$ cat src/design/fetch_cfg.svh
`ifndef FETCH_CFG_SVH
`define FETCH_CFG_SVH

// first fetch address out of reset, start of dram
`define RESET_PC 64'h0000_0000_8000_0000

// virtual address width of the core
`define ADDR_W 64

// icache geometry
// one line is LINE_WORDS x 64-bit words, so 32 bytes
`define LINE_WORDS 4
`define CACHE_LINES 16 // direct mapped, one way

// axi read ids
// refill and uncached data share the single read master
`define ID_REFILL 4'd0 // icache line refill
`define ID_DATA 4'd1 // uncached load from mem stage

`endif
$ cat src/design/fetch_pkg.sv
`include "fetch_cfg.svh"

package fetch_pkg;

  // pc_gen to icache, one fetch address per cycle
  typedef struct packed {
    logic valid;
    logic [`ADDR_W-1:0] pc;
  } fetch_req_t;

  // icache to decode, inst is nop while valid low
  typedef struct packed {
    logic valid;
    logic [`ADDR_W-1:0] pc;
    logic [31:0] inst;
  } fetch_out_t;

  // read request level, held until first beat comes back
  typedef struct packed {
    logic valid;
    logic [`ADDR_W-1:0] addr;
    logic [7:0] len; // beats minus one
  } rd_req_t;

  // one returned read beat, tagged with its axi id
  typedef struct packed {
    logic valid;
    logic [3:0] id;
    logic [63:0] data;
    logic last;
  } rd_beat_t;

  typedef struct packed {
    logic valid;
    logic [3:0] id;
    logic [`ADDR_W-1:0] addr;
    logic [7:0] len;
    logic [2:0] size;
    logic [1:0] burst;
  } axi_ar_t;

  typedef struct packed {
    logic valid;
    logic [3:0] id;
    logic [63:0] data;
    logic [1:0] resp;
    logic last;
  } axi_r_t;

endpackage

$ cat src/design/rd_arbiter.sv
`timescale 1ns/10ps
`include "fetch_cfg.svh"

module rd_arbiter import fetch_pkg::*; (
  input  logic     clk,
  input  logic     rst_n,
  input  rd_req_t  refill_req_i,  // icache line refill
  input  rd_req_t  data_req_i,    // uncached load, single beat
  output rd_beat_t refill_beat_o,
  output rd_beat_t data_beat_o,   // no back-pressure, mem stage must take it
  output rd_req_t  bus_req_o,
  output logic [3:0] bus_id_o,
  input  rd_beat_t bus_beat_i
);

  logic busy_q; // a burst owns the master until its last beat
  logic any_req;
  logic pick_data;

  assign any_req   = refill_req_i.valid | data_req_i.valid;
  assign pick_data = data_req_i.valid; // fixed priority, data port wins

  always_comb begin
    bus_req_o       = pick_data ? data_req_i : refill_req_i;
    bus_req_o.valid = ~busy_q & any_req; // master is idle whenever not busy
  end

  assign bus_id_o = pick_data ? `ID_DATA : `ID_REFILL;

  // grant lock, set on issue, dropped on last beat
  always_ff @(posedge clk or negedge rst_n) begin
    if (!rst_n) begin
      busy_q <= 1'b0;
    end else if (bus_beat_i.valid && bus_beat_i.last) begin
      busy_q <= 1'b0; // next grant the cycle after last
    end else if (bus_req_o.valid) begin
      busy_q <= 1'b1;
    end
  end

  // steer beats back by their id
  always_comb begin
    refill_beat_o       = bus_beat_i;
    refill_beat_o.valid = bus_beat_i.valid & (bus_beat_i.id == `ID_REFILL);
    data_beat_o         = bus_beat_i;
    data_beat_o.valid   = bus_beat_i.valid & (bus_beat_i.id == `ID_DATA);
  end

endmodule

$ cat config.mk
export PLATFORM = sky130hd
export DESIGN_NAME = rd_arbiter
export DESIGN_NICKNAME = d
export VERILOG_FILES = /design/src/design/fetch_pkg.sv /design/src/design/rd_arbiter.sv
export VERILOG_INCLUDE_DIRS = /design/src /design/src/design
export SDC_FILE = /design/constraint.sdc
export NUM_CORES = 1
export LEC_CHECK = 0
export ABC_AREA = 1
export CAP_MARGIN = 20
export CORE_AREA = 3 3 168 170
export DETAILED_ROUTE_END_ITERATION = 10
export DIE_AREA = 0 0 171 173
export DONT_BUFFER_PORTS = 1
export PLACE_DENSITY_LB_ADDON = 0.05
export SLEW_MARGIN = 20
export SYNTH_ARGS = -nofsm -noshare
export SYNTH_HDL_FRONTEND = slang
export SYNTH_SLANG_ARGS = --single-unit
$ cat constraint.sdc
create_clock -name clk -period 1.2 [get_ports clk]
set_input_delay 0.24 -clock clk [delete_from_list [all_inputs] [get_ports clk]]
set_output_delay 0.24 -clock clk [all_outputs]
set_load 0.02 [all_outputs]
Word-level counts from Yosys, hierarchy flattened
Index checks and enable logic that the tools add are counted.
{"block": "totals", "register_bits": 1, "inputBits": 218, "out_inout_bits": 217, "wordCells": 14}
{"block": "op_classes", "n_eq_ne": 1, "mux": 4, "bitwise_logic": 5, "reduce_logical": 3}
{"op": "$mux 72", "n": 1}
{"op": "$eq 4x1->1 const B", "n": 1}
{"op": "$logic_not 4->1", "n": 1}
{"op": "$and 1x1->1", "n": 3}
{"op": "$mux 1", "n": 3}
{"op": "$reduce_bool 2->1", "n": 1}
{"op": "$logic_and 1x1->1", "n": 1}
{"op": "$not 1->1", "n": 1}
{"op": "$or 1x1->1", "n": 1}

Depth between registers and ports, before layout
{"block": "depth", "depth_word": 4, "depth_mapped": 4, "ltp_nobuf": 3}

Worst setup path before layout
OpenSTA, ideal clock, no wires.
{"block": "synth_path", "kind": "input -> output", "start": "input data_req_i[72] (netlist name)", "end": "output bus_req_o[72] (netlist name)", "arrival_time_ns": 0.711, "required_time_ns": 0.960, "path_slack_ns": 0.249, "cell_stages": 3, "n_path_buf": 1, "path_cell_list": "buf_6 nor2_1 nor2_1"}
{"element": "start, declared", "line": "rd_arbiter.sv:8", "source": "input rd_req_t data_req_i,"}
{"element": "end, declared", "line": "rd_arbiter.sv:11", "source": "output rd_req_t bus_req_o,"}

==> run_summary.xml <==
<?xml version="1.0" encoding="UTF-8"?>
<metrics>
  <group name="placement">
    <metric name="port_buffers" unit="">0</metric>
    <metric name="detailed_placement_wirelength_estimate" unit="mm">5.841</metric>
    <metric name="placed_cell_area" unit="um2">1414</metric>
    <metric name="gp_congestion" unit="">0.6233</metric>
  </group>
  <group name="timing">
    <metric name="fin_crit" unit="ns">1.186</metric>
    <metric name="grt_setup_unrepaired" unit="">no</metric>
    <metric name="whs" unit="ns">0.4007</metric>
    <metric name="fin_skew" unit="ns">0</metric>
    <metric name="timing.final.hold_violations" unit="">0</metric>
    <metric name="fmax" unit="GHz">0.8432</metric>
    <metric name="timing.final.crit_share" unit="">0.9883</metric>
    <metric name="tns" unit="ns">0</metric>
    <metric name="maxSlewViolCount" unit="">0</metric>
    <metric name="count_of_final_setup_violators" unit="">0</metric>
  </group>
  <group name="floorplanning">
    <metric name="io_pins" unit="">435</metric>
    <metric name="row_count" unit="">60</metric>
    <metric name="die_y" unit="um">173</metric>
    <metric name="fp.dieW" unit="um">171</metric>
    <metric name="floorplan.initialDensity" unit="">0.07779</metric>
    <metric name="design.die.area" unit="um2">29580</metric>
    <metric name="design.core.area" unit="um2">26880</metric>
  </group>
  <group name="route">
    <metric name="iter_0_drt_violations" unit="">60</metric>
    <metric name="detailed_route_drc_error_count" unit="">0</metric>
    <metric name="post_drt_wl_per_cell" unit="um">12.01</metric>
    <metric name="routed_wirelength" unit="mm">7.016</metric>
    <metric name="drtPass1Iterations" unit="">4</metric>
    <metric name="postRouteAntennaNets" unit="">0</metric>
    <metric name="via_per_inst" unit="">2.661</metric>
    <metric name="vias" unit="">1554</metric>
  </group>
  <group name="clock_network">
    <metric name="clk_lat_worst_skew" unit="ns">0</metric>
    <metric name="clkSlewWorstSetupHoldPaths" unit="ns">0</metric>
    <metric name="postCtsSetupRepairBufs" unit="">0</metric>
  </group>
  <group name="cells_and_area">
    <metric name="nets_finish" unit="">462</metric>
    <metric name="drive_gt1_frac" unit="">0.03306</metric>
    <metric name="largest_register_ffs" unit="">1</metric>
    <metric name="area_growth_synth_to_finish" unit="%">-31.66</metric>
    <metric name="regMostFlops" unit="">busy_q</metric>
    <metric name="largest_regs" unit="">busy_q: 1 flops</metric>
    <metric name="fin_util" unit="">0.05317</metric>
    <metric name="leading_cell_types_in_the_layout_fill_and_taps_excluded" unit="">sky130_fd_sc_hd__nand2_1 (219), sky130_fd_sc_hd__nor2_1 (5), sky130_fd_sc_hd__inv_1 (4)</metric>
    <metric name="most_frequent_standard_cell_in_the_layout_excluding_fill_and_tap_cells" unit="">sky130_fd_sc_hd__nand2_1</metric>
    <metric name="fill_cells" unit="">3208</metric>
    <metric name="final_area" unit="um2">1429</metric>
  </group>
  <group name="logic_synthesis">
    <metric name="synth.largest_area_cell" unit="">sky130_fd_sc_hd__buf_4</metric>
    <metric name="netlist_top_cells_area" unit="">sky130_fd_sc_hd__buf_4 (51%), sky130_fd_sc_hd__nand2_1 (39%), sky130_fd_sc_hd__buf_6 (4.3%)</metric>
    <metric name="synth.distinct_cells" unit="">10</metric>
    <metric name="yosysSeqAreaShare" unit="">0.01197</metric>
    <metric name="synth_top_area_frac" unit="">0.5135</metric>
    <metric name="synth-adder-area-share" unit="">0</metric>
    <metric name="synth_top_family_by_area" unit="">buffers and inverters</metric>
    <metric name="synthesis.area_per_instance" unit="um2">5.361</metric>
    <metric name="syn_inst" unit="">390</metric>
    <metric name="yosysWarnings" unit="">0</metric>
    <metric name="simple_gate_area_share_of_the_yosys_netlist" unit="">0.4039</metric>
    <metric name="synthXorXnorAreaFrac" unit="">0</metric>
    <metric name="synth-compound-area-share" unit="">0.002394</metric>
    <metric name="synth.mux.area_fraction" unit="">0</metric>
    <metric name="syn_area" unit="um2">2091</metric>
    <metric name="total_of_flip_flops_plus_latches_after_synthesis" unit="">1</metric>
  </group>
  <group name="hold_path">
    <metric name="min_path_type" unit="">input port to flip-flop</metric>
  </group>
  <group name="global_routing">
    <metric name="antenna_found_initial" unit="">1</metric>
    <metric name="first_global_vias" unit="">1528</metric>
    <metric name="wire_length_of_the_first_global_routing_pass" unit="mm">9.108</metric>
    <metric name="gr-total-overflow" unit="">0</metric>
    <metric name="grt_usage" unit="">0.03945</metric>
    <metric name="grt_max_degree" unit="">76</metric>
  </group>
  <group name="critical_path">
    <metric name="worstPathCellList" unit="">inv_2 -&gt; buf_12 -&gt; nand2_1 -&gt; nand2_1</metric>
    <metric name="critical-path-top-cell-by-count" unit="">sky130_fd_sc_hd__nand2_1</metric>
    <metric name="path_max_fanout" unit="">75</metric>
    <metric name="startpoint_type" unit="">input port</metric>
    <metric name="rr_worst_depth" unit="">2</metric>
    <metric name="timing.critical_path.to_type" unit="">output port</metric>
    <metric name="crit_slowest_cell" unit="">sky130_fd_sc_hd__nand2_1</metric>
    <metric name="worst_path_largest_cell_delay" unit="ns">0.21</metric>
    <metric name="crit_type" unit="">input port to output port</metric>
    <metric name="critical_path.startpoint" unit="">data_req_i[72]</metric>
    <metric name="worst-r2r-setup-slack" unit="ns">0.61</metric>
    <metric name="critical_path.reg2reg.endpoint" unit="">busy_q$_DFFE_PN0P_</metric>
    <metric name="crit_end" unit="">bus_req_o[53]</metric>
    <metric name="cp.required" unit="ns">0.96</metric>
    <metric name="cp_data_arrival_time" unit="ns">0.95</metric>
    <metric name="r2r_start" unit="">busy_q$_DFFE_PN0P_</metric>
  </group>
  <group name="pwr">
    <metric name="vdd_ir_drop_max" unit="uV">132.6</metric>
    <metric name="total_leakage_power" unit="nW">0.7490</metric>
    <metric name="pwr_dens" unit="nW/um2">425.0</metric>
  </group>
  <group name="run_status">
    <metric name="outcome" unit="">finished, final reports clean</metric>
  </group>
  <group name="flow_run">
    <metric name="drv_cap" unit="">0</metric>
  </group>
</metrics>
## cells by family after synthesis
| family | after synthesis |
|---|---|
| AND/OR/NAND/NOR | 225 |
| buffers and inverters | 162 |
| AO/OA/AOI/OAI | 1 |
| flip-flops | 1 |
| other | 1 |
## report_power, final
part             total, mW  internal, mW  switching, mW
clock network  0.000000112   0.000000112              0
logic                0.569         0.123          0.446
registers           0.0379        0.0368        0.00114
## worst max-delay path: cells and delay by family
kind	cells	cell delay (ns)
buffers and inverters	2	0.35
and+or+nand+nor	2	0.27
## stage by stage
step | std cells | worst slack [ns] | power [mW]
final | 584 | 0.01407 | 0.6072
after global routing | 584 | 0.0007434 | 0.6653
after CTS | 583 | 0.1108 | 0.6203
after detailed placement | 582 | 0.1108 | 0.6171
after global placement | 582 | 0.1095 | 0.6244
after floorplan | 392 | 0.2491 | 1.260
## timing repair
action,in CTS,in global routing
gates resized for setup,0,1
hold buffers,1,0
hold endpoints to repair,1,0
setup endpoints to repair,0,1
## metal layers
| metal | GRT usage | vias to the layer above | routed length, um |
|---|---|---|---|
| met1 | 0.02766 | 622 | 1852 |
| met5 | 0 | - | 0 |
| met2 | 0.08404 | 180 | 3892 |
| met3 | 0.01120 | 42 | 796 |
| li1 | - | 710 | - |
| met4 | 0.02716 | 0 | 475 |
## synthesized netlist by cell type, drive strengths merged
library cell	count
a21oi	1
buf	157
conb	1
dfrtp	1
inv	5
nand2	220
nor2	5
## cell type report
class | instances | area, um2 | share of cell area
well taps | 341 | 426.7 | 0.2986
multi-input cells | 229 | 863.3 | 0.6042
inverters | 5 | 18.77 | 0.01313
flip-flops and latches | 1 | 25.02 | 0.01751
repair buffers | 7 | 92.59 | 0.06480
diodes | 1 | 2.502 | 0.001751
## worst min-delay path by stage
stage                        start                 end  cells past startpoint
finish              bus_beat_i[69]  busy_q$_DFFE_PN0P_                      3
global route        bus_beat_i[69]  busy_q$_DFFE_PN0P_                      3
floorplan                    rst_n  busy_q$_DFFE_PN0P_                      0
detailed placement           rst_n  busy_q$_DFFE_PN0P_                      0
CTS                 bus_beat_i[69]  busy_q$_DFFE_PN0P_                      3
global placement             rst_n  busy_q$_DFFE_PN0P_                      0
Note: power is estimated with default switching activity, not from simulation.
