### src/design/fetch_cfg.svh
`ifndef FETCH_CFG_SVH
`define FETCH_CFG_SVH

// first fetch address out of reset, start of dram
`define RESET_PC 64'h0000_0000_8000_0000

// virtual address width of the core
`define ADDR_W 64

// icache geometry
// one line is LINE_WORDS x 64-bit words, so 32 bytes
`define LINE_WORDS 4
`define CACHE_LINES 16 // direct mapped, one way

// axi read ids
// refill and uncached data share the single read master
`define ID_REFILL 4'd0 // icache line refill
`define ID_DATA 4'd1 // uncached load from mem stage

`endif
### src/design/fetch_pkg.sv
`include "fetch_cfg.svh"

package fetch_pkg;

  // pc_gen to icache, one fetch address per cycle
  typedef struct packed {
    logic valid;
    logic [`ADDR_W-1:0] pc;
  } fetch_req_t;

  // icache to decode, inst is nop while valid low
  typedef struct packed {
    logic valid;
    logic [`ADDR_W-1:0] pc;
    logic [31:0] inst;
  } fetch_out_t;

  // read request level, held until first beat comes back
  typedef struct packed {
    logic valid;
    logic [`ADDR_W-1:0] addr;
    logic [7:0] len; // beats minus one
  } rd_req_t;

  // one returned read beat, tagged with its axi id
  typedef struct packed {
    logic valid;
    logic [3:0] id;
    logic [63:0] data;
    logic last;
  } rd_beat_t;

  typedef struct packed {
    logic valid;
    logic [3:0] id;
    logic [`ADDR_W-1:0] addr;
    logic [7:0] len;
    logic [2:0] size;
    logic [1:0] burst;
  } axi_ar_t;

  typedef struct packed {
    logic valid;
    logic [3:0] id;
    logic [63:0] data;
    logic [1:0] resp;
    logic last;
  } axi_r_t;

endpackage

### src/design/pc_gen.sv
`timescale 1ns/10ps
`include "fetch_cfg.svh"

module pc_gen import fetch_pkg::*; (
  input  logic        clk,
  input  logic        rst_n,
  input  logic        id_ready_i,    // decode can take an instruction
  input  logic        redirect_i,    // branch / jump taken
  input  logic [63:0] redirect_pc_i, // target of redirect
  input  logic        accept_i,      // icache took the current pc
  output fetch_req_t  req_o
);

  logic [`ADDR_W-1:0] pc_q;
  logic [`ADDR_W-1:0] pc_d;
  logic               req_vld_q; // low only while in reset
  logic               advance;

  // step only when the cache delivered and decode moves on
  assign advance = req_vld_q & accept_i & id_ready_i;

  always_comb begin
    pc_d = pc_q; // default is hold, covers stall and miss
    if (redirect_i) begin
      pc_d = redirect_pc_i; // redirect beats everything
    end else if (advance) begin
      pc_d = pc_q + `ADDR_W'(4); // next sequential inst
    end
  end

  always_ff @(posedge clk or negedge rst_n) begin
    if (!rst_n) begin
      pc_q      <= `RESET_PC;
      req_vld_q <= 1'b0;
    end else begin
      pc_q      <= pc_d;
      req_vld_q <= 1'b1; // fetch runs every cycle from now on
    end
  end

  // the pc register itself is the fetch request
  assign req_o.valid = req_vld_q;
  assign req_o.pc    = pc_q;

endmodule

### config.mk
export PLATFORM = sky130hd
export DESIGN_NAME = pc_gen
export DESIGN_NICKNAME = d
export VERILOG_FILES = /design/src/design/fetch_pkg.sv /design/src/design/pc_gen.sv
export VERILOG_INCLUDE_DIRS = /design/src /design/src/design
export SDC_FILE = /design/constraint.sdc
export NUM_CORES = 1
export LEC_CHECK = 0
export BUFFER_PORTS_ARGS = -buffer_cell sky130_fd_sc_hd__buf_2
export CORE_ASPECT_RATIO = 1.75
export CORE_MARGIN = 2
export CORE_UTILIZATION = 46
export CTS_CLUSTER_DIAMETER = 100
export CTS_CLUSTER_SIZE = 20
export DETAILED_ROUTE_END_ITERATION = 8
export GPL_TIMING_DRIVEN = 0
export PLACE_DENSITY_LB_ADDON = 0.12
export SLEW_MARGIN = 10
export SYNTH_ARGS = -nofsm -noshare
export SYNTH_HDL_FRONTEND = slang
export SYNTH_SLANG_ARGS = --single-unit
### constraint.sdc
create_clock -name clk -period 2 [get_ports clk]
set_input_delay 0.1 -clock clk [delete_from_list [all_inputs] [get_ports clk]]
set_output_delay 0.1 -clock clk [all_outputs]
set_load 0.01 [all_outputs]
======== After elaboration in Yosys (flattened, before gate mapping) ========
Cells that the tools add are included.
word-level totals
  bits in registers ....................... 65
  latch bits .............................. 0
  memory bits (writable) .................. 0
  memory bits (read-only) ................. 0
  logic and storage cells ................. 8
  memories kept ........................... 0
cells by class
  $add $sub $neg .......................... 1
  multiply operators ...................... 0
  divide/modulo/power cells ............... 0
  $lt $le $gt $ge ......................... 0
  eq/ne operators ......................... 0
  shift operators ......................... 0
  multiplexer cells ....................... 2
  bitwise operators ....................... 2
  reduce and logical (&&, ||, !) cells .... 1
operator list
  cell                                                              number
  64-bit 2-to-1 mux                                                 2
  64-bit by 3-bit adder with 64-bit output (second input constant)  1
  1-bit bitwise AND                                                 2
  2-bit nonzero test                                                1

======== Logic depth before layout (Yosys ltp) ========
Gate-level depths: netlist of the first run.
  depth in word-level cells ............... 4
  gate-level depth with buffers ........... 7
  mapped depth without buffers ............ 6

======== Least setup slack after synthesis of the first run ========
OpenSTA, ideal clock, no wires.
  kind .................................... register to register
  start ................................... register pc_q[4]
  end ..................................... register pc_q[43]
  setup time .............................. 0.126 ns
  arrival time ............................ 2.085 ns
  setup slack ............................. -0.211 ns
  cell stages (with the launch flop) ...... 6
  buffers on the path ..................... 1
  path through ............................ dfrtp_1 > nand3_2 > or4_1 > buf_2 > or4_4 > a221o_1
between the ends
  word-level cells in the longest chain between the ends .. 3
RTL lines
  what                                      RTL line      text
  start, declared                           pc_gen.sv:14  logic [`ADDR_W-1:0] pc_q;
  start signal, assigned                    pc_gen.sv:33  pc_q <= `RESET_PC;
  start signal, assigned                    pc_gen.sv:36  pc_q <= pc_d;
  64-bit by 3-bit adder with 64-bit output  pc_gen.sv:27  pc_d = pc_q + `ADDR_W'(4);
  64-bit 2-to-1 mux                         pc_gen.sv:26  end else if (advance) begin
  64-bit 2-to-1 mux                         pc_gen.sv:24  if (redirect_i) begin
Every way passes these cells. The select of a mux whose other input is x is not followed.
A chain may end at the register's enable or synchronous reset.

======== Worst setup path in the final report of the first run ========
  start ................................... register pc_q[3]
  end ..................................... register pc_q[42]
The elaborated chain is that of the path after synthesis.

==> metrics.md, run 1 <==
| Metric | Value |
|---|---|
| Status | `finished with violations` |
| Violated checks | `setup timing` |
| Drt wl/cell | `approximately 19 microns` |
| Mux cell area share after synthesis | `1.380%` |
| Synth Flop Type | `dfrtp_1` |
| CTS tree | `done` |
| Area grow syn2layout | `65.00%` |
| EDFF count, synth | `0` |
| Rel. slew slack | `61.74%` |
| Final Hold Fails | `0` |
| Pwr/cell area | `between 600 and 700 mW/mm^2` |
| Synth Warn # | `0` |
| Antenna violations before repair | `0` |
| Placed cell area | `about 0.0048 sq mm` |
| Worst EP required | `about 2.2 ns` |
| Layout Utilization | `77.92%` |
| Worst slew pin tran | `0.5739 ns` |
| Post-synthesis compound-gate area fraction | `between 10% and 20%` |
| # port buffers | `~130` |
| # DRC | `0` |
| Vias post-DR | `roughly 4600` |
| Final nets | `between 700 and 800` |
| Fin. max-slew vios | `0` |
| XOR/XNOR share of the synthesized area | `under 10%` |
| Total routed wirelength | `around 15 mm` |
| Number of diodes | `0` |
| First-pass iteration count of the detailed router | `5` |
| Clock power share | `39.6%` |
| Most common cell after layout, fill and taps aside | `buf_2` |
| Global-route wire length before repair | `approximately 22 mm` |
| Die ar. | `0.009260 sq mm` |
| Worst hold path type | `in2reg` |
| Chip width | `approximately 74 microns` |
| CP Launch Type | `flop` |
| Switching share of total power | `about 29%` |
| Largest family of logic cells by synthesized area | `simple AND/OR/NAND/NOR gates` |
| Adder-cell share of the synthesized area | `less than 1%` |
| Chip height | `about 130 microns` |
| Worst VDD drop | `approximately 570 uV` |
| Synth Register Bits | `between 60 and 70` |
| Final instance area | `roughly 0.0064 sq mm` |
| Reg power frac | `roughly two fifths` |
| Layout cells sized above 1 | `41.18%` |
| Later-pin clock latency in the skew report | `between 0.3 and 0.4 ns` |
| I/O pin cnt | `about 130` |
| Internal | `around 0.0029 W` |
| Hold Slack | `0.002205 ns` |
| Maximum clock path buffer count | `2` |
| H-tree depth | `3` |
| Avg Inst Size Synth | `8.686 sq um` |
| Psw | `between 0.001 and 0.0015 W` |
| Post-DRT Antenna Nets | `0` |
| Synth cell types | `44` |
| Number of global-route vias before repair | `~4600` |
| Max Freq | `between 400 and 500 MHz` |
| Crit Path Category | `reg2reg` |
| Post-Syn Area | `~0.004 sq mm` |
| Cells after Synth | `449` |
| Fin crit period | `2.171 ns` |
| Reg clk slew, reported paths | `0.06 ns` |
| Post-synthesis simple-gate area fraction | `approximately 32%` |
| Max Cap Viol | `0` |
| RSZ-0062 raised after global routing | `yes` |
| Starting density of the core | `roughly 47%` |
| CTS root buffer | `clkbuf_16` |
| Vias per inst | `roughly 5.9` |
| Sequential element share of the synthesized area | `a little over two fifths` |
| WP data arrival | `2.37 ns` |
| Pleak | `approximately 2.9 nW` |
| Setup crit end kind | `flop` |
| Core area | `0.008258 sq mm` |
| Syn Nets | `519` |
| Final Worst Setup Slack | `-0.1707 ns` |
| Sink Count | `65` |
| Grt total ovfl | `0` |
| Tcrit/Tclk final | `108.5%` |
| Gpl congestion | `between 0.9 and 1` |
| CP Max Fanout | `5` |
| Gate power share | `19.8%` |
| Initial DRC count | `between 200 and 300` |
| Most frequent cells in the layout | `131 x buf_2, 61 x nand2_1, 50 x dfrtp_1, 47 x buf_4, 44 x dlygate4sd3_1` |
| # setup viols final | `22` |
| Largest net degree at the start of global routing | `40` |
| Ys async rst share | `100.0%` |
| HPWL Detailed | `9.097 mm` |
| Cts bufs inserted | `9` |
| Skew final | `around 0.0067 ns` |
| All-Layer GR Usage | `30.43%` |
| Row cnt | `44` |
[Yosys cell counts (2+ instances only)]
master | instances | area (sq um)
nor3_1 | 10 | 50.05
and2_1 | 4 | 25.02
nand4_1 | 28 | 175.2
o21ai_1 | 7 | 35.03
a221o_1 | 2 | 20.02
nand2_1 | 62 | 232.7
nor2b_1 | 3 | 18.77
o21ai_0 | 41 | 205.2
clkbuf_1 | 22 | 82.58
or4_1 | 12 | 90.09
nor4_4 | 2 | 42.54
o31a_1 | 2 | 17.52
xnor2_1 | 26 | 227.7
buf_2 | 3 | 15.01
o31ai_1 | 7 | 52.55
and4_1 | 15 | 131.4
or2_2 | 2 | 12.51
inv_1 | 7 | 26.28
xor2_1 | 16 | 140.1
nand3_1 | 27 | 135.1
and3_1 | 10 | 62.56
nor4_1 | 11 | 68.82
nor2_1 | 24 | 90.09
or3_1 | 7 | 43.79
mux2i_1 | 2 | 20.02
dfrtp_1 | 64 | 1602
mux2_2 | 3 | 33.78
a31oi_1 | 14 | 87.58
[final cells by class]
type / count / area [sq um]
multi-input cells: 351 / 2562
fillers: 543 / 1823
repair buffers: 235 / 1660
flip-flops and latches: 65 / 1645
clock buffers: 12 / 256.5
plain buffers: 19 / 128.9
well taps: 92 / 115.1
clock inverters: 3 / 40.04
inverters: 7 / 26.28
[logic make-up (layout without fill, tap and decap cells)]
logic type               count (synthesis)  after routing
buffers and inverters                   34            276
XOR/XNOR                                42             42
other                                    1              1
flip-flops                              65             65
AO/OA/AOI/OAI                           77             77
AND/OR/NAND/NOR                        224            225
multiplexers                             5              5
adder cells (fa/ha/maj)                  1              1
[power by group through the flow]
stage	logic, W	clock network (W)	registers (W)
2_1_floorplan	0.000262	0	0.00166
3_3_place_gp	0.000586	0	0.00163
3_5_place_dp	0.000603	0	0.00164
4_1_cts	0.000749	0.00159	0.00161
5_1_grt	0.000867	0.00165	0.00164
6_report	0.000792	0.00159	0.00163
[metrics by stage]
step	total power, W	cells	setup TNS, ns	setup WS (ns)
floorplan	0.001919	449	-0.5966	-0.1624
global placement	0.002219	673	-8.252	-0.6491
detailed placement	0.002243	674	-8.944	-0.6625
CTS	0.003947	766	-1.764	-0.2316
global route	0.004160	784	-3.434	-0.2277
finish	0.004005	784	-1.368	-0.1707
[critical path, cell delays in order (launching register included)]
cell,delay (ns)
dfrtp_1,0.37
ha_2,0.18
nand4_1,0.11
or4_4,0.57
buf_12,0.16
buf_12,0.12
nor4_4,0.28
xnor2_1,0.16
o21ai_1,0.07
[registers in the layout, summed over array words and instances, names as in the netlist]
signal	count
req_vld_q	1
pc_q	64
[per-layer routing]
layer,track usage [%],vias up,wire (microns)
li1,-,2126,-
met1,33.09,2217,5282
met2,55.04,191,7968
met3,4.880,59,669
met4,14.55,0,629
met5,0,-,0
[repair_timing]
action                                 CTS  global route
endpoints found under the hold margin   69             0
setup endpoints to repair               38            42
buffers inserted                        39            21
gates resized for setup                 47            63
cloned                                   1             0
pin swaps                               49            47
hold buffers                            44             0
[worst paths after layout]
| path | slack [ns] | endpoint | from | cells past startpoint |
|---|---|---|---|---|
| worst max-delay path | -0.17 | pc_q[42] | pc_q[3] | 8 |
| worst min-delay path | 0.002 | pc_q[48] | redirect_pc_i[48] | 3 |
| worst max register to register | -0.17 | pc_q[42] | pc_q[3] | 8 |
| worst min register to register | 0.51 | pc_q[1] | pc_q[1] | 1 |
| max in group asynchronous | 1.18 | pc_q[31] | rst_n | 3 |
| min in group asynchronous | 0.22 | pc_q[62] | rst_n | 2 |
No activity file was read; power rests on OpenSTA's default activity.
==> inputs of run 2 (changes only) <==
--- a/config.mk
+++ b/config.mk
@@ -14,6 +14,7 @@
 export CTS_CLUSTER_SIZE = 20
 export DETAILED_ROUTE_END_ITERATION = 8
 export GPL_TIMING_DRIVEN = 0
+export HOLD_SLACK_MARGIN = 0.05
 export PLACE_DENSITY_LB_ADDON = 0.12
 export SLEW_MARGIN = 10
 export SYNTH_ARGS = -nofsm -noshare
==> metrics.md, run 2 (synthesis results as in run 1) <==
| Metric | Value |
|---|---|
| Vias per inst | `5.892` |
| Worst EP required | `about 2.2 ns` |
| Worst Reg-to-Reg Cells | `8` |
| Maximum clock path buffer count | `2` |
| I/O pin cnt | `about 130` |
| Antenna violations before repair | `0` |
| Min-delay src | `redirect_pc_i[55]` |
| Register area | `about 0.0016 sq mm` |
| Pwr Total | `around 0.0040 W` |
| Total routed wirelength | `around 15 mm` |
| Most common cell after layout, fill and taps aside | `buf_2` |
| Max FFs per register | `64` |
| Worst Hold End | `pc_q[55]` |
| Chip width | `approximately 74 microns` |
| Post-Place Worst Slack | `-0.6625 ns` |
| Later-pin clock latency in the skew report | `0.34 ns` |
| Number of diodes | `0` |
| CTS tree | `done` |
| Worst VDD drop | `550.1 uV` |
| R2R setup slack | `-0.17 ns` |
| Tcrit/Tclk final | `108.3%` |
| Die ar. | `roughly 0.0093 sq mm` |
| Hold Slack | `approximately 0.054 ns` |
| Largest net degree at the start of global routing | `40` |
| Gpl congestion | `roughly 0.92` |
| Area grow syn2layout | `69.87%` |
| Max Freq | `about 460 MHz` |
| Vias post-DR | `approximately 4700` |
| Pwr/cell area | `between 600 and 700 mW/mm^2` |
| Final Hold Fails | `0` |
| Worst hold stages | `3` |
| Largest register by flop count | `pc_q` |
| Final nets | `778` |
| Fin crit period | `between 2 and 2.5 ns` |
| Drt wl/cell | `between 15 and 20 microns` |
| Largest regs | `pc_q: 64 flops, req_vld_q: 1 flops` |
| # DRC | `0` |
| Worst slew pin tran | `~0.57 ns` |
| H-tree depth | `3` |
| Violated checks | `setup timing` |
| Layout cells sized above 1 | `40.17%` |
| Starting density of the core | `a little under half` |
| Row cnt | `44` |
| Number of global-route vias before repair | `approximately 4800` |
| Post-DRT Antenna Nets | `0` |
| Skew final | `0.006835 ns` |
| Status | `finished with violations` |
| Final instance area | `approximately 0.0066 sq mm` |
| Rel. slew slack | `slightly above 60%` |
| Filler cells | `526` |
| RR Startpoint | `pc_q[3]` |
| Max Cap Viol | `0` |
| CP Max Fanout | `5` |
| Global-route wire length before repair | `roughly 23 mm` |
| Initial DRC count | `350` |
| CP Launch Type | `flop` |
| Final Worst Setup Slack | `-0.1653 ns` |
| First-pass iteration count of the detailed router | `5` |
| CTS root buffer | `clkbuf_16` |
| # port buffers | `~130` |
| Fin. max-slew vios | `0` |
| Setup crit end kind | `flop` |
| Sink Count | `between 60 and 70` |
| Pleak | `between 3 and 4 nW` |
| Grt total ovfl | `0` |
| WP data arrival | `about 2.4 ns` |
| Reg clk slew, reported paths | `0.05 ns` |
| RSZ-0062 raised after global routing | `yes` |
| Capturing point of the worst reg2reg path | `pc_q[42]` |
| Cts bufs inserted | `9` |
| Crit Path Category | `reg2reg` |
| All-Layer GR Usage | `a little under a third` |
| HPWL Detailed | `approximately 9 mm` |
| Core area | `0.008258 sq mm` |
| Placed cell area | `roughly 0.0048 sq mm` |
| Chip height | `around 130 microns` |
| Worst hold path type | `in2reg` |
| Most frequent cells in the layout | `131 x buf_2, 63 x dlygate4sd3_1, 60 x nand2_1, 51 x dfrtp_1, 48 x buf_4` |
| # setup viols final | `28` |
| Area of the multi-input gates | `~0.0026 sq mm` |
## run 2: final cells by class
cell class | instances | share of cell area [%]
buffer | 19 | 1.945
clock buffer | 12 | 3.872
clock inverter | 3 | 0.6043
inverter | 7 | 0.3966
multi-input combinational | 351 | 38.66
sequential | 65 | 24.82
tap | 92 | 1.737
timing repair buffer | 255 | 27.97
## run 2: timing repair
action	in CTS	in global routing
hold buffers	63	0
gates cloned	1	0
pin swaps	49	46
hold endpoints to repair	108	0
setup endpoints to repair	38	42
gates resized for setup	47	61
buffers inserted	39	21
## run 2: worst max path at each step
stage / end / slack (ns) / start
after floorplan: pc_q[43] / -0.16 / pc_q[6]
after CTS: pc_q[54] / -0.23 / pc_q[3]
after detailed placement: pc_q[55] / -0.66 / req_vld_q
final: pc_q[42] / -0.17 / pc_q[3]
after global routing: pc_q[38] / -0.24 / pc_q[2]
after global placement: pc_q[55] / -0.65 / req_vld_q
## run 2: worst max-delay path, stage by stage (launching register included)
cell and delay [ns]:
dfrtp_1 0.37, ha_2 0.18, nand4_1 0.11, or4_4 0.56
buf_12 0.16, buf_12 0.12, nor4_4 0.27, xnor2_1 0.17
o21ai_1 0.08
## run 2: where the power goes
group          internal [W]  leakage [nW]  switching (W)
Clock               0.00102         0.148       0.000563
Sequential          0.00144         0.755       0.000181
Combinational      0.000419          2.10       0.000408
Total               0.00288          3.01        0.00115
## run 2: per-layer routing
layer | wire length [microns] | vias to the layer above | track usage (%) | part of all wire [%]
li1 | - | 2165 | - | -
met1 | 5364 | 2314 | 33.95 | 36
met2 | 8212 | 219 | 56.78 | 55
met3 | 821 | 39 | 4.960 | 5.5
met4 | 412 | 0 | 13.69 | 2.8
met5 | 0 | - | 0 | 0
## run 2: stage by stage
step	utilization, %	TNS [ns]	instances
final	80.23	-1.453	804
after global routing	80.23	-4.013	804
after CTS	75.32	-1.764	785
after detailed placement	58.50	-8.944	674
after global placement	58.23	-8.252	673
after floorplan	-	-0.5966	449
==> inputs of run 3 (changes only) <==
--- a/config.mk
+++ b/config.mk
@@ -9,7 +9,7 @@
 export BUFFER_PORTS_ARGS = -buffer_cell sky130_fd_sc_hd__buf_2
 export CORE_ASPECT_RATIO = 1.75
 export CORE_MARGIN = 2
-export CORE_UTILIZATION = 46
+export CORE_UTILIZATION = 51
 export CTS_CLUSTER_DIAMETER = 100
 export CTS_CLUSTER_SIZE = 20
 export DETAILED_ROUTE_END_ITERATION = 8
==> constraint.sdc (replaced) <==
create_clock -name clk -period 2.3 [get_ports clk]
set_input_delay 0.115 -clock clk [delete_from_list [all_inputs] [get_ports clk]]
set_output_delay 0.115 -clock clk [all_outputs]
set_load 0.01 [all_outputs]
==> metrics.md, run 3 (synthesis results as in run 1) <==
| Metric | Value |
|---|---|
| Largest net degree at the start of global routing | `53` |
| Maximum clock path buffer count | `2` |
| Most frequent cells in the layout | `133 x buf_2, 62 x dlygate4sd3_1, 61 x nand2_1, 54 x dfrtp_1, 41 x o21ai_0` |
| Cts bufs inserted | `9` |
| Number of global-route vias before repair | `roughly 4400` |
| # DRC | `0` |
| Max Freq | `about 450 MHz` |
| Layout Utilization | `76.99%` |
| Area grow syn2layout | `48.35%` |
| HPWL Detailed | `just under 9 mm` |
| Switching share of total power | `between 20 and 30%` |
| # port buffers | `about 130` |
| Pwr/cell area | `between 500 and 600 mW/mm^2` |
| Antenna violations before repair | `0` |
| Max stage delay cell, worst path | `or4_1` |
| Hold Slack | `0.05656 ns` |
| Drt wl/cell | `around 17 microns` |
| I/O pin cnt | `134` |
| Psw | `roughly 0.00093 W` |
| Layout cells sized above 1 | `between 20 and 30%` |
| CTS root buffer | `clkbuf_16` |
| Final Worst Setup Slack | `0.08045 ns` |
| Chip width | `approximately 70 microns` |
| R2R setup slack | `approximately 0.080 ns` |
| Skew final | `0.004669 ns` |
| Row cnt | `42` |
| Crit Path Category | `reg2reg` |
| Filler cells | `approximately 560` |
| Grt total ovfl | `0` |
| Largest register by flop count | `pc_q` |
| Final Hold Fails | `0` |
| Number of diodes | `0` |
| Worst Reg-to-Reg Cells | `7` |
| Sink Count | `65` |
| Total routed wirelength | `~13 mm` |
| Worst slew pin tran | `0.5610 ns` |
| Post-Place Worst Slack | `-0.3718 ns` |
| Worst Hold End | `pc_q[50]` |
| Pwr Total | `approximately 0.0033 W` |
| Status | `completed` |
| Max Cap Viol | `0` |
| Capturing point of the worst reg2reg path | `pc_q[57]` |
| Rel. slew slack | `a little over three fifths` |
| Starting density of the core | `slightly above 50%` |
| # setup viols final | `0` |
| Worst hold stages | `3` |
| Later-pin clock latency in the skew report | `around 0.33 ns` |
| CTS tree | `done` |
| WP data arrival | `about 2.4 ns` |
| Clock power share | `between 30% and 40%` |
| Vias post-DR | `4439` |
| Reg clk slew, reported paths | `around 0.050 ns` |
| Worst EP required | `between 2 and 2.5 ns` |
| CP max stage delay | `about 0.52 ns` |
| RR Startpoint | `pc_q[11]` |
| Tcrit/Tclk final | `~97%` |
| Worst VDD drop | `roughly 460 uV` |
| Global-route wire length before repair | `20.44 mm` |
| Setup TNS | `0 ns` |
| H-tree depth | `3` |
| Setup crit end kind | `flop` |
| Gpl congestion | `around 0.92` |
| Worst-path cell chain | `nand4_4, or4_1, buf_2, nor4_4, buf_4, a31o_2, a31oi_1` |
| Worst hold path type | `in2reg` |
| Max FFs per register | `64` |
| Vias per inst | `roughly 5.9` |
| Gate power share | `a little under a fifth` |
| All-Layer GR Usage | `between 30% and 40%` |
| Final nets | `around 730` |
| CP Max Fanout | `10` |
| Initial DRC count | `between 200 and 300` |
| Internal | `approximately 0.0024 W` |
| Post-DRT Antenna Nets | `0` |
| Reg power frac | `around 43%` |
| Die ar. | `around 0.0084 sq mm` |
| Pleak | `2.449 nW` |
| Min-delay src | `redirect_pc_i[50]` |
| First-pass iteration count of the detailed router | `5` |
| RSZ-0062 raised after global routing | `yes` |
| Fin. max-slew vios | `0` |
| Fin crit period | `2.220 ns` |
| Chip height | `about 120 microns` |
| Largest regs | `pc_q: 64 flops, req_vld_q: 1 flops` |
| CP Launch Type | `flop` |
| Most common cell after layout, fill and taps aside | `buf_2` |
| Core area | `about 0.0075 sq mm` |
## run 3: cell count changes in the layout (fill, tap and decap cells not counted), sizes merged
cell	before	now
dlygate4sd3	63	62
clkinv	2	0
bufinv	1	0
clkbuf	26	33
buf	197	152
nand2	63	62
## run 3: timing repair
action                                 4_1_cts  5_1_grt
pin swaps                                    3        6
resized for setup                           11       16
setup endpoints to repair                   22       21
hold buffers                                62        0
buffers inserted                             5        9
endpoints found under the hold margin      125        0
## run 3: layout make-up
class,count,area (sq um),share of cell area [%]
plain buffers,22,93.84,1.622
repair buffers,209,1416,24.48
inverters,7,26.28,0.4542
well taps,88,110.1,1.903
flip-flops and latches,65,1640,28.35
multi-input cells,350,2227,38.49
clock buffers,16,271.5,4.693
## run 3: how the worst max path moves through the flow
stage / startpoint / to / slack (ns) / cells after the start
after CTS: pc_q[5] / pc_q[51] / 0.004 / 6
after global routing: pc_q[2] / pc_q[54] / -0.02 / 6
after global placement: pc_q[4] / pc_q[55] / -0.35 / 5
after floorplan: pc_q[4] / pc_q[43] / 0.09 / 5
final: pc_q[11] / pc_q[57] / 0.08 / 7
after detailed placement: pc_q[4] / pc_q[47] / -0.37 / 5
## run 3: worst max-delay path: cells and delay by family, from the launching register on
| kind | cells | cell delay, ns |
|---|---|---|
| and+or+nand+nor | 3 | 0.99 |
| DFF | 1 | 0.43 |
| AOI/OAI and AO/OA | 2 | 0.23 |
| buffers and inverters | 2 | 0.42 |
## run 3: routing by layer
metal	GRT usage [%]	share of wire (%)
met5	0	0
met1	33.26	38
met2	56.90	55
met4	14.18	2.6
met3	5.122	5.1
## run 3: per-stage QoR
stage          cell area [sq um]  instances
6_report                    5786        757
5_1_grt                     5786        757
4_1_cts                     5689        752
3_5_place_dp                4701        670
3_3_place_gp                4671        669
2_1_floorplan               3900        449
## run 3: power groups by stage
stage                     Clock, W  Combinational, W  Sequential [W]
after global routing       0.00132          0.000689         0.00143
after global placement           0          0.000506         0.00141
final                      0.00125          0.000628         0.00142
after CTS                  0.00127          0.000610         0.00141
after floorplan                  0          0.000225         0.00144
after detailed placement         0          0.000523         0.00142
